[src/source/fsab_pkg.sv]
package fsab_pkg;

	typedef enum logic {
		FSAB_READ  = 1'b0,
		FSAB_WRITE = 1'b1
	} fsab_mode_e;

	typedef logic [3:0]  fsab_did_t;	// device id, also the sub-id
	typedef logic [31:0] fsab_addr_t;	// byte address
	typedef logic [3:0]  fsab_len_t;	// request length in 64-bit words

	localparam int FSAB_LEN_MAX = 8;	// longest legal burst

	typedef logic [63:0] fsab_data_t;
	typedef logic [7:0]  fsab_mask_t;	// one enable per data byte

	localparam int FSAB_BYTES_PER_WORD = 8;

endpackage

[src/source/simmem_pkg.sv]
package simmem_pkg;

	// one queued request, as taken from the header beat
	typedef struct packed {
		fsab_pkg::fsab_mode_e mode;
		fsab_pkg::fsab_did_t  did;
		fsab_pkg::fsab_did_t  subdid;
		fsab_pkg::fsab_addr_t addr;
		fsab_pkg::fsab_len_t  len;
	} simmem_hdr_t;

	// one queued data word with its byte enables
	typedef struct packed {
		fsab_pkg::fsab_data_t data;
		fsab_pkg::fsab_mask_t mask;
	} simmem_beat_t;

endpackage

[src/source/fsab_fifo.sv]
`timescale 1ns/1ps

module fsab_fifo #(
	parameter int DEPTH = 4,
	parameter type payload_t = logic [7:0]
) (
	input  logic     clk,
	input  logic     Nrst,
	input  logic     push,
	input  payload_t push_data,
	input  logic     pop,
	output payload_t pop_data,
	output logic     empty
);

	localparam int AW = (DEPTH > 1) ? $clog2(DEPTH) : 1;

	payload_t    mem [DEPTH];
	logic [AW:0] wr_ptr;	// msb is the wrap bit
	logic [AW:0] rd_ptr;
	logic        full;

	// advance a pointer, flipping the wrap bit at the end of the buffer
	function automatic logic [AW:0] ptr_next(input logic [AW:0] ptr);
		logic [AW:0] nxt;
		nxt = ptr;
		if (ptr[AW-1:0] == AW'(DEPTH - 1)) begin
			nxt[AW-1:0] = '0;
			nxt[AW]     = ~ptr[AW];
		end else begin
			nxt[AW-1:0] = ptr[AW-1:0] + 1'b1;
		end
		return nxt;
	endfunction

	assign empty = (wr_ptr == rd_ptr);
	assign full  = (wr_ptr[AW-1:0] == rd_ptr[AW-1:0]) && (wr_ptr[AW] != rd_ptr[AW]);

	always_ff @(posedge clk or negedge Nrst) begin
		if (!Nrst) begin
			wr_ptr <= '0;
			rd_ptr <= '0;
		end else begin
			if (push && !full)
				wr_ptr <= ptr_next(wr_ptr);
			if (pop && !empty)
				rd_ptr <= ptr_next(rd_ptr);
		end
	end

	always_ff @(posedge clk) begin
		if (push && !full)
			mem[wr_ptr[AW-1:0]] <= push_data;
		if (pop && !empty)
			pop_data <= mem[rd_ptr[AW-1:0]];	// held until the next pop
	end

endmodule

[src/source/fsab_ingress.sv]
`timescale 1ns/1ps

module fsab_ingress #(
	parameter int N_CREDITS = 4
) (
	input  logic                     clk,
	input  logic                     Nrst,
	input  logic                     fsabo_valid,
	input  fsab_pkg::fsab_mode_e     fsabo_mode,
	input  fsab_pkg::fsab_did_t      fsabo_did,
	input  fsab_pkg::fsab_did_t      fsabo_subdid,
	input  fsab_pkg::fsab_addr_t     fsabo_addr,
	input  fsab_pkg::fsab_len_t      fsabo_len,
	input  fsab_pkg::fsab_data_t     fsabo_data,
	input  fsab_pkg::fsab_mask_t     fsabo_mask,
	input  logic                     hdr_pop,
	output simmem_pkg::simmem_hdr_t  hdr,
	output logic                     hdr_empty,
	input  logic                     beat_pop,
	output simmem_pkg::simmem_beat_t beat
);

	import fsab_pkg::*;
	import simmem_pkg::*;

	fsab_len_t    burst_rem;	// write continuation beats still to come
	logic         hdr_beat;
	simmem_hdr_t  hdr_in;
	simmem_beat_t beat_in;

	assign hdr_beat = fsabo_valid && (burst_rem == '0);

	always_ff @(posedge clk or negedge Nrst) begin
		if (!Nrst) begin
			burst_rem <= '0;
		end else if (hdr_beat) begin
			// header carries the first word, so only len-1 beats follow
			if (fsabo_mode == FSAB_WRITE && fsabo_len != '0)
				burst_rem <= fsabo_len - 1'b1;
		end else if (fsabo_valid) begin
			burst_rem <= burst_rem - 1'b1;
		end
	end

	assign hdr_in = '{
		mode:   fsabo_mode,
		did:    fsabo_did,
		subdid: fsabo_subdid,
		addr:   fsabo_addr,
		len:    fsabo_len
	};

	assign beat_in = '{data: fsabo_data, mask: fsabo_mask};

	fsab_fifo #(
		.DEPTH     (N_CREDITS),
		.payload_t (simmem_hdr_t)
	) hdr_fifo (
		.clk       (clk),
		.Nrst      (Nrst),
		.push      (hdr_beat),
		.push_data (hdr_in),
		.pop       (hdr_pop),
		.pop_data  (hdr),
		.empty     (hdr_empty)
	);

	// every valid beat is queued, read headers included
	fsab_fifo #(
		.DEPTH     (N_CREDITS * FSAB_LEN_MAX),
		.payload_t (simmem_beat_t)
	) beat_fifo (
		.clk       (clk),
		.Nrst      (Nrst),
		.push      (fsabo_valid),
		.push_data (beat_in),
		.pop       (beat_pop),
		.pop_data  (beat),
		.empty     ()
	);

endmodule

[config.mk]
export PLATFORM = sky130hd
export DESIGN_NAME = fsab_ingress
export DESIGN_NICKNAME = d
export VERILOG_FILES = /design/src/source/fsab_pkg.sv /design/src/source/simmem_pkg.sv /design/src/source/fsab_fifo.sv /design/src/source/fsab_ingress.sv
export SDC_FILE = /design/constraint.sdc
export NUM_CORES = 2
export LEC_CHECK = 0
export BUFFER_PORTS_ARGS = -buffer_cell sky130_fd_sc_hd__buf_2
export CAP_MARGIN = 40
export CORE_ASPECT_RATIO = 0.8
export CORE_UTILIZATION = 62
export DETAILED_ROUTE_END_ITERATION = 12
export PLACE_DENSITY = 0.79
export SLEW_MARGIN = 10
export SYNTH_ARGS = -nofsm -noshare
export SYNTH_HDL_FRONTEND = slang
export SYNTH_SLANG_ARGS = --single-unit
export TNS_END_PERCENT = 5
[constraint.sdc]
create_clock -name clk -period 6.31 [get_ports clk]
set_input_delay 1.262 -clock clk [delete_from_list [all_inputs] [get_ports clk]]
set_output_delay 1.262 -clock clk [all_outputs]
set_load 0.05 [all_outputs]
==> qor.txt <==
run status = complete, no violations
vias in the first global route = 49,430
Synth top area share = 0.7878
Initial DRC Count = 6,460
leakage = 35.51 nW
Synth Cell Area = 99,140 um2
maxcap violations = 0
CTS Hold Bufs = 0
Final Max Tran Viols = 0
fmax = 244.3 MHz
CP max stage delay = 0.90 ns
Die W = 449.1 um
Total Wirelength = 228,300 um
Min Hold Slack = 0.3709 ns
global-route wire length before repair = 333,700 um
largest net degree at the start of global routing = 127
TritonCTS buffer count = 229
sequential cell area = 78,680 um2
GR Layer Usage met3 = 0.04777
clock sinks = 2,623
Setup Skew = 0.04403 ns
port buffer count = 239
Critical Path Fanout Max = 44
top_reg_cell synth = edfxtp_1
Vias/cell = 6.819
cell taking the most area after synthesis = edfxtp_1
final routed DRC violation total = 0
Least-Margin Pin Slew = 1.190 ns
Cells after Synth = 4,501
DRT antenna net count = 0
Hold WC Path Type = in -> async
dpl hpwl = 122,400 um
critical path endpoint category = flop
post-synth net total = 4,636
critical path required time = 6.80 ns
GRT Max-Usage Layer = met2
H-tree depth = 4
slew margin rel. = 0.2069
Multi-input gate area = 19,400 um2
setup ws final = 2.217 ns
die area = 161,500 um2
core area = 157,900 um2
grt met1 use = 0.4042
Initial Utilization = 0.6277
CTS tree = built
kind of cell adding the most delay to the critical path = simple AND/OR/NAND/NOR gates
Clock transition at path regs = 0.07 ns
pwr dens = 444.3 nW/um2
Overall Power = 0.04931 W
Seq/Total Area, Yosys = 0.7934
Cell Rows = 130
worst-case clock buffer depth = 3
EDFF count, synth = 2,601
warnings from Yosys = 0
Boundary Pins = 240
post-cts sizing count = 0
worst vdd ir = 0.4319 mV
WP data arrival = 4.58 ns
Setup TNS Final = 0 ns
Avg Synthesized Cell Area = 22.03 um2
Total Routing Usage GR = 0.2844
Buf/Inv on CP = 1
Hold Vio Cnt, Final = 0
Unique masters post-synth = 43
critical path class = reg -> reg
Final nets = 4,960
GR met2 Demand/Resource = 0.4552
share of cells above drive strength 1 = 0.2443
wire per inst = 31.98 um
Clk Tree Root Cell = clkbuf_16
# Post-CTS Setup Buffers = 0
top cells by area, synth = edfxtp_1, mux4_2, mux2i_1
Setup Viol. Count Final = 0
Placer Congestion = 0.7942
Worst-Skew Late Latency = 0.88 ns
TritonRoute pass-1 iters = 6
Die Span Y = 359.7 um
Area growth, synth to finish = 11.95%
ys async rst share = 0.008387
Layout Utilization = 0.7027
Tcrit/Tclk final = 0.6487
slowest stage cell, crit path = dfrtp_4
Vias = 48,680
#FFs+latches synth = 2,623
final worst path period need = 4.093 ns
unrepaired setup endpoints after global routing = no
Cell Chain, Critical Path = xnor2_1, nand3_1, o31a_1, nand2_1, nor2_4, buf_4
Fill cells = 8,925
initial antenna violation count = 4
GRT overflow = 0
Place WS = 2.042 ns
CP Launch Type = flop
state kept, by name, summed over array words and instances, names as in the netlist:
signal / cells
beat_fifo.mem: 2304
beat_fifo.pop_data: 72
beat_fifo.rd_ptr: 6
beat_fifo.wr_ptr: 6
burst_rem: 4
hdr_fifo.mem: 180
hdr_fifo.pop_data: 45
hdr_fifo.rd_ptr: 3
hdr_fifo.wr_ptr: 3
worst reg2reg max path, stage by stage, from the launching register on:
cell     delay (ns)
dfrtp_4        0.90
xnor2_1        0.17
nand3_1        0.18
o31a_1         0.40
nand2_1        0.59
nor2_4         0.83
buf_4          0.60
cell usage in the layout, fill, tap and decap left out, drive strengths merged, types with 33 or more instances in the layout:
cell type and instances:
mux2 78, a22oi 72, o221ai 72, a221oi 129
edfxtp 2601, mux2i 434, mux4 405, buf 360
nor2 56, nand2 33, o22ai 72, nor3 60
a21oi 34, clkinv 116, clkbuf 269, a211oi 57
kinds of logic (layout without fill, tap and decap cells):
logic type                 count (synthesis)  count (layout)  synth area share
AOI/OAI and AO/OA                        475             475           0.03666
xor gates and xnor gates                  12              12          0.001060
adders and majority gates                 13              13          0.001641
buffers and inverters                    277             799           0.01392
DFF                                     2623            2623            0.7934
muxes                                    917             917            0.1447
other                                      0               4                 0
and+or+nand+nor                          184             184          0.008633
synth_stat cells (7+ instances only):
master     count
inv_1         10
mux2_2        78
nor3_1        60
a21oi_1       34
o221ai_1      72
o21ai_0       13
o22ai_1       72
and2_1         7
dfrtp_1       22
edfxtp_1    2601
buf_6         16
nand3_1        8
xnor2_1        9
buf_4         40
buf_1         12
mux4_2       405
nor2_1        56
mux2i_1      434
a2bb2oi_1     15
clkbuf_1     143
a211oi_1      57
a221oi_1     129
a22oi_1       72
buf_2         56
nand2_1       33
ha_1          13
report_power, final:
group | switching (W) | internal (W) | total [W]
registers | 0.000755 | 0.0208 | 0.0216
clock network | 0.00631 | 0.00779 | 0.0141
logic | 0.00852 | 0.00514 | 0.0137
total | 0.0156 | 0.0337 | 0.0493
through the flow:
stage | std cells | area (um2)
5_1_grt | 7137 | 111000
3_5_place_dp | 6702 | 103300
2_1_floorplan | 4501 | 99140
6_report | 7139 | 111000
3_3_place_gp | 6690 | 103000
4_1_cts | 7131 | 110900
layer usage:
layer / up-vias / part of all wire
li1: 19770 / -
met1: 25370 / 0.38
met2: 3066 / 0.49
met3: 477 / 0.099
met4: 0 / 0.033
met5: - / 0
worst paths after layout:
path                                      from                   end  slack (ns)  cells after the start
max                        beat_fifo.rd_ptr[1]  beat_fifo.mem[7][56]        2.22                      6
min                                       Nrst          burst_rem[3]        0.37                      1
max reg2reg                beat_fifo.rd_ptr[1]  beat_fifo.mem[7][56]        2.22                      6
min reg2reg                 hdr_fifo.rd_ptr[2]    hdr_fifo.rd_ptr[2]        0.50                      1
max in group asynchronous                 Nrst   beat_fifo.rd_ptr[3]        5.51                      1
min in group clk            hdr_fifo.rd_ptr[2]    hdr_fifo.rd_ptr[2]        0.50                      1
area by class of cell:
| cell class | count | share of cell area |
|---|---|---|
| repair buffers | 360 | 0.02401 |
| clock buffers | 269 | 0.05318 |
| well taps | 2112 | 0.02381 |
| diodes | 4 | 0.00009019 |
| flip-flops and latches | 2623 | 0.7089 |
| multi-input cells | 1601 | 0.1748 |
| inverters | 10 | 0.0003608 |
| clock inverters | 160 | 0.01487 |
(Power assumes the default switching activity.)
