===== config.mk =====
export PLATFORM = sky130hd
export DESIGN_NAME = simmem_ctrl
export DESIGN_NICKNAME = d
export VERILOG_FILES = /design/src/source/fsab_pkg.sv /design/src/source/simmem_pkg.sv /design/src/source/simmem_ctrl.sv
export SDC_FILE = /design/constraint.sdc
export NUM_CORES = 1
export LEC_CHECK = 0
export BUFFER_PORTS_ARGS = -buffer_cell sky130_fd_sc_hd__buf_4
export CAP_MARGIN = 20
export CORE_AREA = 2 2 137 139
export CTS_CLUSTER_SIZE = 24
export DETAILED_ROUTE_END_ITERATION = 10
export DIE_AREA = 0 0 139 141
export GPL_TIMING_DRIVEN = 1
export HOLD_SLACK_MARGIN = 0.1
export SLEW_MARGIN = 25
export SYNTH_ARGS = -nofsm -noshare
export SYNTH_HDL_FRONTEND = slang
export SYNTH_SLANG_ARGS = --single-unit

===== constraint.sdc =====
create_clock -name clk -period 2.9 [get_ports clk]
set_input_delay 0.435 -clock clk [delete_from_list [all_inputs] [get_ports clk]]
set_output_delay 0.435 -clock clk [all_outputs]
set_load 0.03 [all_outputs]

===== src/source/fsab_pkg.sv =====
package fsab_pkg;

	typedef enum logic {
		FSAB_READ  = 1'b0,
		FSAB_WRITE = 1'b1
	} fsab_mode_e;

	typedef logic [3:0]  fsab_did_t;	// device id, also the sub-id
	typedef logic [31:0] fsab_addr_t;	// byte address
	typedef logic [3:0]  fsab_len_t;	// request length in 64-bit words

	localparam int FSAB_LEN_MAX = 8;	// longest legal burst

	typedef logic [63:0] fsab_data_t;
	typedef logic [7:0]  fsab_mask_t;	// one enable per data byte

	localparam int FSAB_BYTES_PER_WORD = 8;

endpackage


===== src/source/simmem_pkg.sv =====
package simmem_pkg;

	// one queued request, as taken from the header beat
	typedef struct packed {
		fsab_pkg::fsab_mode_e mode;
		fsab_pkg::fsab_did_t  did;
		fsab_pkg::fsab_did_t  subdid;
		fsab_pkg::fsab_addr_t addr;
		fsab_pkg::fsab_len_t  len;
	} simmem_hdr_t;

	// one queued data word with its byte enables
	typedef struct packed {
		fsab_pkg::fsab_data_t data;
		fsab_pkg::fsab_mask_t mask;
	} simmem_beat_t;

endpackage


===== src/source/simmem_ctrl.sv =====
`timescale 1ns/1ps

module simmem_ctrl #(
	parameter int MEM_WORDS = 1024,
	localparam int IW = $clog2(MEM_WORDS)
) (
	input  logic                     clk,
	input  logic                     Nrst,
	input  simmem_pkg::simmem_hdr_t  hdr,
	input  logic                     hdr_empty,
	output logic                     hdr_pop,
	input  simmem_pkg::simmem_beat_t beat,
	output logic                     beat_pop,
	output logic                     wr_en,
	output logic [IW-1:0]            wr_index,
	output fsab_pkg::fsab_data_t     wr_data,
	output fsab_pkg::fsab_mask_t     wr_mask,
	output logic [IW-1:0]            rd_index,
	input  fsab_pkg::fsab_data_t     rd_data,
	output logic                     fsabi_valid,
	output fsab_pkg::fsab_did_t      fsabi_did,
	output fsab_pkg::fsab_did_t      fsabi_subdid,
	output fsab_pkg::fsab_data_t     fsabi_data,
	output logic                     fsabo_credit
);

	import fsab_pkg::*;

	logic          active;	// a request is popped and not yet finished
	logic          active_d;
	fsab_len_t     len_rem;	// words left in the current request
	fsab_addr_t    cur_addr;	// byte address of the current word
	logic          loading;
	logic          working;
	logic [IW-1:0] word_index;

	// first active cycle waits for the registered FIFO outputs
	assign loading = active && !active_d;
	assign working = active && active_d;

	assign hdr_pop  = !active && !hdr_empty;
	// one beat leaves with every header, then the rest of a write burst
	assign beat_pop = hdr_pop ||
		(working && hdr.mode == FSAB_WRITE && len_rem != fsab_len_t'(1));

	always_ff @(posedge clk or negedge Nrst) begin
		if (!Nrst) begin
			active   <= 1'b0;
			active_d <= 1'b0;
			len_rem  <= '0;
			cur_addr <= '0;
		end else begin
			active_d <= active;

			if (hdr_pop)
				active <= 1'b1;
			else if (loading && hdr.len == '0)
				active <= 1'b0;	// zero length only returns its credit
			else if (working && len_rem == fsab_len_t'(1))
				active <= 1'b0;

			if (loading) begin
				len_rem  <= hdr.len;
				cur_addr <= hdr.addr;
			end else if (working) begin
				len_rem  <= len_rem - 1'b1;
				cur_addr <= cur_addr + fsab_addr_t'(FSAB_BYTES_PER_WORD);
			end
		end
	end

	assign word_index = IW'((cur_addr / fsab_addr_t'(FSAB_BYTES_PER_WORD)) %
		fsab_addr_t'(MEM_WORDS));

	assign wr_en    = working && hdr.mode == FSAB_WRITE;
	assign wr_index = word_index;
	assign wr_data  = beat.data;
	assign wr_mask  = beat.mask;
	assign rd_index = word_index;

	// read words go straight out, no back-pressure on the response side
	assign fsabi_valid  = working && hdr.mode == FSAB_READ;
	assign fsabi_did    = hdr.did;
	assign fsabi_subdid = hdr.subdid;
	assign fsabi_data   = rd_data;

	assign fsabo_credit = active_d && !active;	// cycle after the last active one

endmodule


==> results of run 1 <==
-- power breakdown --
| group | internal (W) | switching, W |
|---|---|---|
| registers | 0.000339 | 0.000249 |
| logic | 0.000490 | 0.000713 |
| clock network | 0.000210 | 0.000106 |
| total | 0.00104 | 0.00107 |
-- routing by layer --
| layer | global-route usage, % | vias to the layer above | part of all wire, % |
|---|---|---|---|
| li1 | - | 508 | - |
| met1 | 5.27 | 535 | 28 |
| met2 | 9.20 | 160 | 44 |
| met3 | 5.84 | 70 | 20 |
| met4 | 5.21 | 0 | 8.4 |
| met5 | 0 | - | 0 |
-- cell families after synthesis --
group / count (synthesis) / synth area share [%]
AOI/OAI and AO/OA: 36 / 11.2
adders and majority gates: 3 / 1.74
buffers and inverters: 168 / 57.0
DFF: 16 / 18.6
muxes: 2 / 0.930
and+or+nand+nor: 41 / 10.5
-- flip-flops by register name (all words and copies together) (netlist names) --
name	cells
len_rem	4
cur_addr	10
active	1
active_d	1
-- how the worst max path moves through the flow --
stage | endpoint | startpoint | cells past startpoint
CTS | beat_pop | active | 3
global placement | beat_pop | active | 3
floorplan | beat_pop | active | 4
finish | beat_pop | active | 3
global route | beat_pop | active | 3
detailed placement | beat_pop | active | 3
-- layout by cell type (no fill, tap or decap), types with 2 or more instances in the layout --
| cell | instances |
|---|---|
| nor2b_1 | 3 |
| a211oi_1 | 2 |
| a21oi_1 | 12 |
| a22oi_1 | 2 |
| dfrtp_1 | 16 |
| nand2_1 | 4 |
| nand4_1 | 3 |
| o211ai_1 | 4 |
| a2bb2oi_1 | 4 |
| clkbuf_16 | 3 |
| buf_4 | 45 |
| or4_1 | 2 |
| a311oi_1 | 2 |
| inv_1 | 6 |
| nand3_1 | 10 |
| o22ai_1 | 4 |
| ha_1 | 3 |
| nor2_1 | 9 |
| and3_1 | 2 |
| o21ai_0 | 2 |
| nand2b_1 | 2 |
| mux2i_1 | 2 |
-- worst max-delay path, stage by stage (launching register included) --
cell and delay, ps:
dfrtp_1 640, nand3_1 250, o22ai_1 180, buf_4 190
-- layout make-up --
type | instances | area, um2 | share of cell area [%]
multi-input cells | 82 | 526 | 31.3
inverters | 6 | 22.5 | 1.34
flip-flops and latches | 16 | 400 | 23.9
clock buffers | 4 | 88.8 | 5.29
repair buffers | 46 | 348 | 20.7
well taps | 234 | 293 | 17.4
-- per-stage QoR --
stage	power [W]	instances	area [um2]	worst slack, ps	hold slack [ps]
after floorplan	0.00183	266	2150	1100	139
after global placement	0.00180	383	1580	1230	321
after detailed placement	0.00181	383	1580	1220	322
after CTS	0.00214	388	1680	925	418
after global routing	0.00227	388	1680	835	433
final	0.00211	388	1680	948	423
==> flow_metrics.tcl, run 1 <==
set metrics [dict create \
    coreArea_um2 18300 \
    via_count 1273 \
    nets 342 \
    ys_ff_latch 16 \
    root_buffer "clkbuf_16" \
    syn-cell-area_um2 2150 \
    critPathLaunchType "flop" \
    syn-instance-count 266 \
    start_util_pct 11.8 \
    yosysMostFrequentCell "buf_4" \
    routedWlPerCell_um 16.9 \
    htree_levels 1 \
    arrival_ps 1520 \
    grt_pass1_wl_um 8890 \
    ys_seq_area_share_pct 18.6 \
    rr_worst_depth 4 \
    worst_clock_skew_ps 6.11 \
    worst_pin_slew_ps 479 \
    synth_top_cells_by_count "156 x buf_4, 16 x dfrtp_1, 12 x a21oi_1" \
    cts_sinks 16 \
    die-area_um2 19600 \
    cts.clk_slew.worst_paths_ps 60 \
    syn_nets 453 \
    drt-pass1-iter-count 4 \
    synth_area_per_cell_um2 8.10 \
    final_util_pct 9.18 \
    antenna_found_initial 0 \
    num_rows 50 \
    synth.area.top_cells "buf_4 54%, dfrtp_1 19%, a21oi_1 2.8%" \
    antenna_cells 0 \
    dpl.hpwl_um 5370 \
    overflow 0 \
    postCtsHoldBufs 1 \
    portBuffers 42 \
    die_height_um 141 \
    fill_cells 2136 \
    clock_path_buffers 2 \
    cap_violations 0 \
    routed_wl_um 6570 \
    drive_gt1_share_pct 33.8 \
    p_leak_nw 0.670 \
    min_path_cells 3 \
    detail_route.vias_per_cell 3.28 \
    power.density_nw_per_um2 1260 \
    r2r_end "cur_addr[12]" \
    grt_pass1_vias 1267 \
    cp.required_ps 2470 \
    status "complete, no violations" \
    route.antenna.remaining_nets 0 \
    min_period_ps 1950 \
    setup_viol 0 \
    crit_fanout 14 \
    gr-usage-all-layers_pct 6.32 \
    hold_end "cur_addr[11]" \
    async_flop_share_pct 100 \
    max_freq_mhz 512 \
    synth_edf_count 0 \
    synth_area_leader_cell "buf_4" \
    slew_viol_final 0 \
    slew_headroom_pct 68.0 \
    ir_drop_v 0.000478 \
    synth_flop_cell "dfrtp_1" \
    hold_start "hdr[15]" \
    worst_hold_path_type "in -> reg" \
    place.gp.congestion 0.734 \
    cts_tree "yes" \
    period_share_pct 67.3 \
    cts_setup_buffers 0 \
    cts_buffers 3 \
    r2r-start "active" \
    finalHoldViolations 0 \
    yosysUniqueCellTypes 35 \
    drt-initial-drc-count 109 \
    rsz0062_at_grt "false" \
    area_growth_syn_to_layout_pct -22.1 \
    drc_errors 0 \
    end_kind "output pin" \
    die_w_um 139 \
    clk_latency_ps 260 \
    synth_top_area_share_pct 54.4 \
    synth_warnings 0 \
    tns_ps 0 \
    path_class "reg -> out" \
    grt_max_degree 19 \
    io_pins 353 \
    r2r_setup_slack_ps 1220 \
    cts_resized 0 \
]
(Power assumes the default switching activity.)
==> run 2: changes to the inputs <==
--- a/config.mk
+++ b/config.mk
@@ -7,10 +7,10 @@
 export LEC_CHECK = 0
 export BUFFER_PORTS_ARGS = -buffer_cell sky130_fd_sc_hd__buf_4
 export CAP_MARGIN = 20
-export CORE_AREA = 2 2 137 139
+export CORE_AREA = 2 2 138 140
 export CTS_CLUSTER_SIZE = 24
 export DETAILED_ROUTE_END_ITERATION = 10
-export DIE_AREA = 0 0 139 141
+export DIE_AREA = 0 0 140 142
 export GPL_TIMING_DRIVEN = 1
 export HOLD_SLACK_MARGIN = 0.1
 export SLEW_MARGIN = 25
==> constraint.sdc (replaced) <==
create_clock -name clk -period 1.93 [get_ports clk]
set_input_delay 0.2895 -clock clk [delete_from_list [all_inputs] [get_ports clk]]
set_output_delay 0.2895 -clock clk [all_outputs]
set_load 0.03 [all_outputs]
==> flow_metrics.tcl, run 2 (synthesis gave the netlist of run 1 again) <==
set metrics [dict create \
    top_regs "cur_addr (10), len_rem (4)" \
    drc_errors 36 \
    cap_violations 0 \
    p_leak_nw 0.674 \
    portBuffers 42 \
    die-area_um2 19900 \
    regMostFlops "cur_addr" \
    status "finished, violations left" \
    io_pins 353 \
    critPathMaxStageDelay_ps 400 \
    dp.cells 384 \
    setup_viol 0 \
    worst_hold_path_type "in -> reg" \
    nets 343 \
    hold_start "hdr[7]" \
    cts_tree "yes" \
    critPathLaunchType "flop" \
    cts_setup_buffers 0 \
    slew_headroom_pct 74.6 \
    fin_cells 390 \
    routedWlPerCell_um 15.8 \
    largest_register_ffs 10 \
    gr-usage-all-layers_pct 5.94 \
    postCtsHoldBufs 1 \
    path_class "reg -> out" \
    layout_commonest_cell "buf_4" \
    start_util_pct 11.7 \
    end_kind "output pin" \
    die_w_um 140 \
    routed_wl_um 6160 \
    root_buffer "clkbuf_16" \
    via_count 1276 \
    worst_pin_slew_ps 381 \
    die_height_um 142 \
    cp_slowest_cell "dfrtp_1" \
    hold_end "cur_addr[3]" \
    grt_pass1_vias 1292 \
    dpl.hpwl_um 4990 \
    r2r-start "cur_addr[3]" \
    slew_viol_final 0 \
    worst_clock_skew_ps 1.00 \
    cpLargestDelayFamily "flip-flops" \
    route.antenna.remaining_nets 0 \
    cp.required_ps 1640 \
    cts.clk_slew.worst_paths_ps 60 \
    arrival_ps 1400 \
    crit_fanout 4 \
    drt-pass1-iter-count 9 \
    cts_resized 0 \
    coreArea_um2 18500 \
    crit_start "len_rem[1]" \
    power.density_nw_per_um2 1900 \
    violations "DRC" \
    tns_ps 0 \
    rsz0062_at_grt "false" \
    ir_drop_v 0.000740 \
    htree_levels 1 \
    antenna_found_initial 0 \
    path_cells "inv_1 -> ha_1 -> nor3b_1 -> o22ai_1 -> buf_4" \
    cts_buffers 3 \
    detail_route.vias_per_cell 3.27 \
    crit_cells 5 \
    rr_worst_depth 4 \
    period_share_pct 87.5 \
    finalHoldViolations 0 \
    drive_gt1_share_pct 34.2 \
    r2r_end "cur_addr[11]" \
    overflow 0 \
    min_period_ps 1690 \
    cp.buffers_inverters 2 \
    area_growth_syn_to_layout_pct -21.6 \
    cts_sinks 16 \
    num_rows 50 \
    clock_path_buffers 2 \
    place.gp.congestion 0.704 \
    r2r_setup_slack_ps 460 \
    min_path_cells 2 \
    clk_latency_ps 250 \
    max_freq_mhz 592 \
    grt_pass1_wl_um 8430 \
    grt_max_degree 25 \
    final_cell_mix "46 x buf_4, 16 x dfrtp_1, 12 x a21oi_1" \
    drt-initial-drc-count 108 \
]
==> run 2: cell count changes in the layout (fill, tap and decap cells not counted) <==
cell and delta:
diode_2 +1, buf_4 +1
==> run 2: how the worst max path moves through the flow <==
| stage | end |
|---|---|
| 3_5_place_dp | cur_addr[11] |
| 2_1_floorplan | beat_pop |
| 5_1_grt | beat_pop |
| 4_1_cts | beat_pop |
| 6_report | beat_pop |
| 3_3_place_gp | cur_addr[11] |
==> run 2: per-layer routing <==
layer	vias to the layer above	part of all wire (%)	GRT usage, %
met4	0	6.2	5.48
li1	512	-	-
met3	52	19	5.25
met1	565	32	5.38
met2	147	43	8.01
met5	-	0	0
==> run 2: per-stage QoR <==
step	power, W	hold slack, ps	cell area (um2)	worst slack, ps	utilization [%]
floorplan	0.00274	-6.09	2150	275	-
global placement	0.00275	178	1590	461	8.60
detailed placement	0.00277	177	1590	443	8.60
CTS	0.00326	269	1690	219	9.13
global route	0.00347	277	1690	82.5	9.13
finish	0.00321	275	1690	242	9.15
==> run 2: cell type report <==
class	count	area, um2
Fill cell	2138	16800
Tap cell	234	293
Antenna cell	1	2.50
Clock buffer	4	88.8
Inverter	6	22.5
Timing Repair Buffer	47	355
Multi-Input combinational cell	82	526
Sequential cell	16	400
==> run 2: where the power goes <==
part | leakage (nW) | internal, W | switching (W)
clock | 0.0442 | 0.000316 | 0.000154
sequential | 0.179 | 0.000511 | 0.000316
combinational | 0.451 | 0.000750 | 0.00116
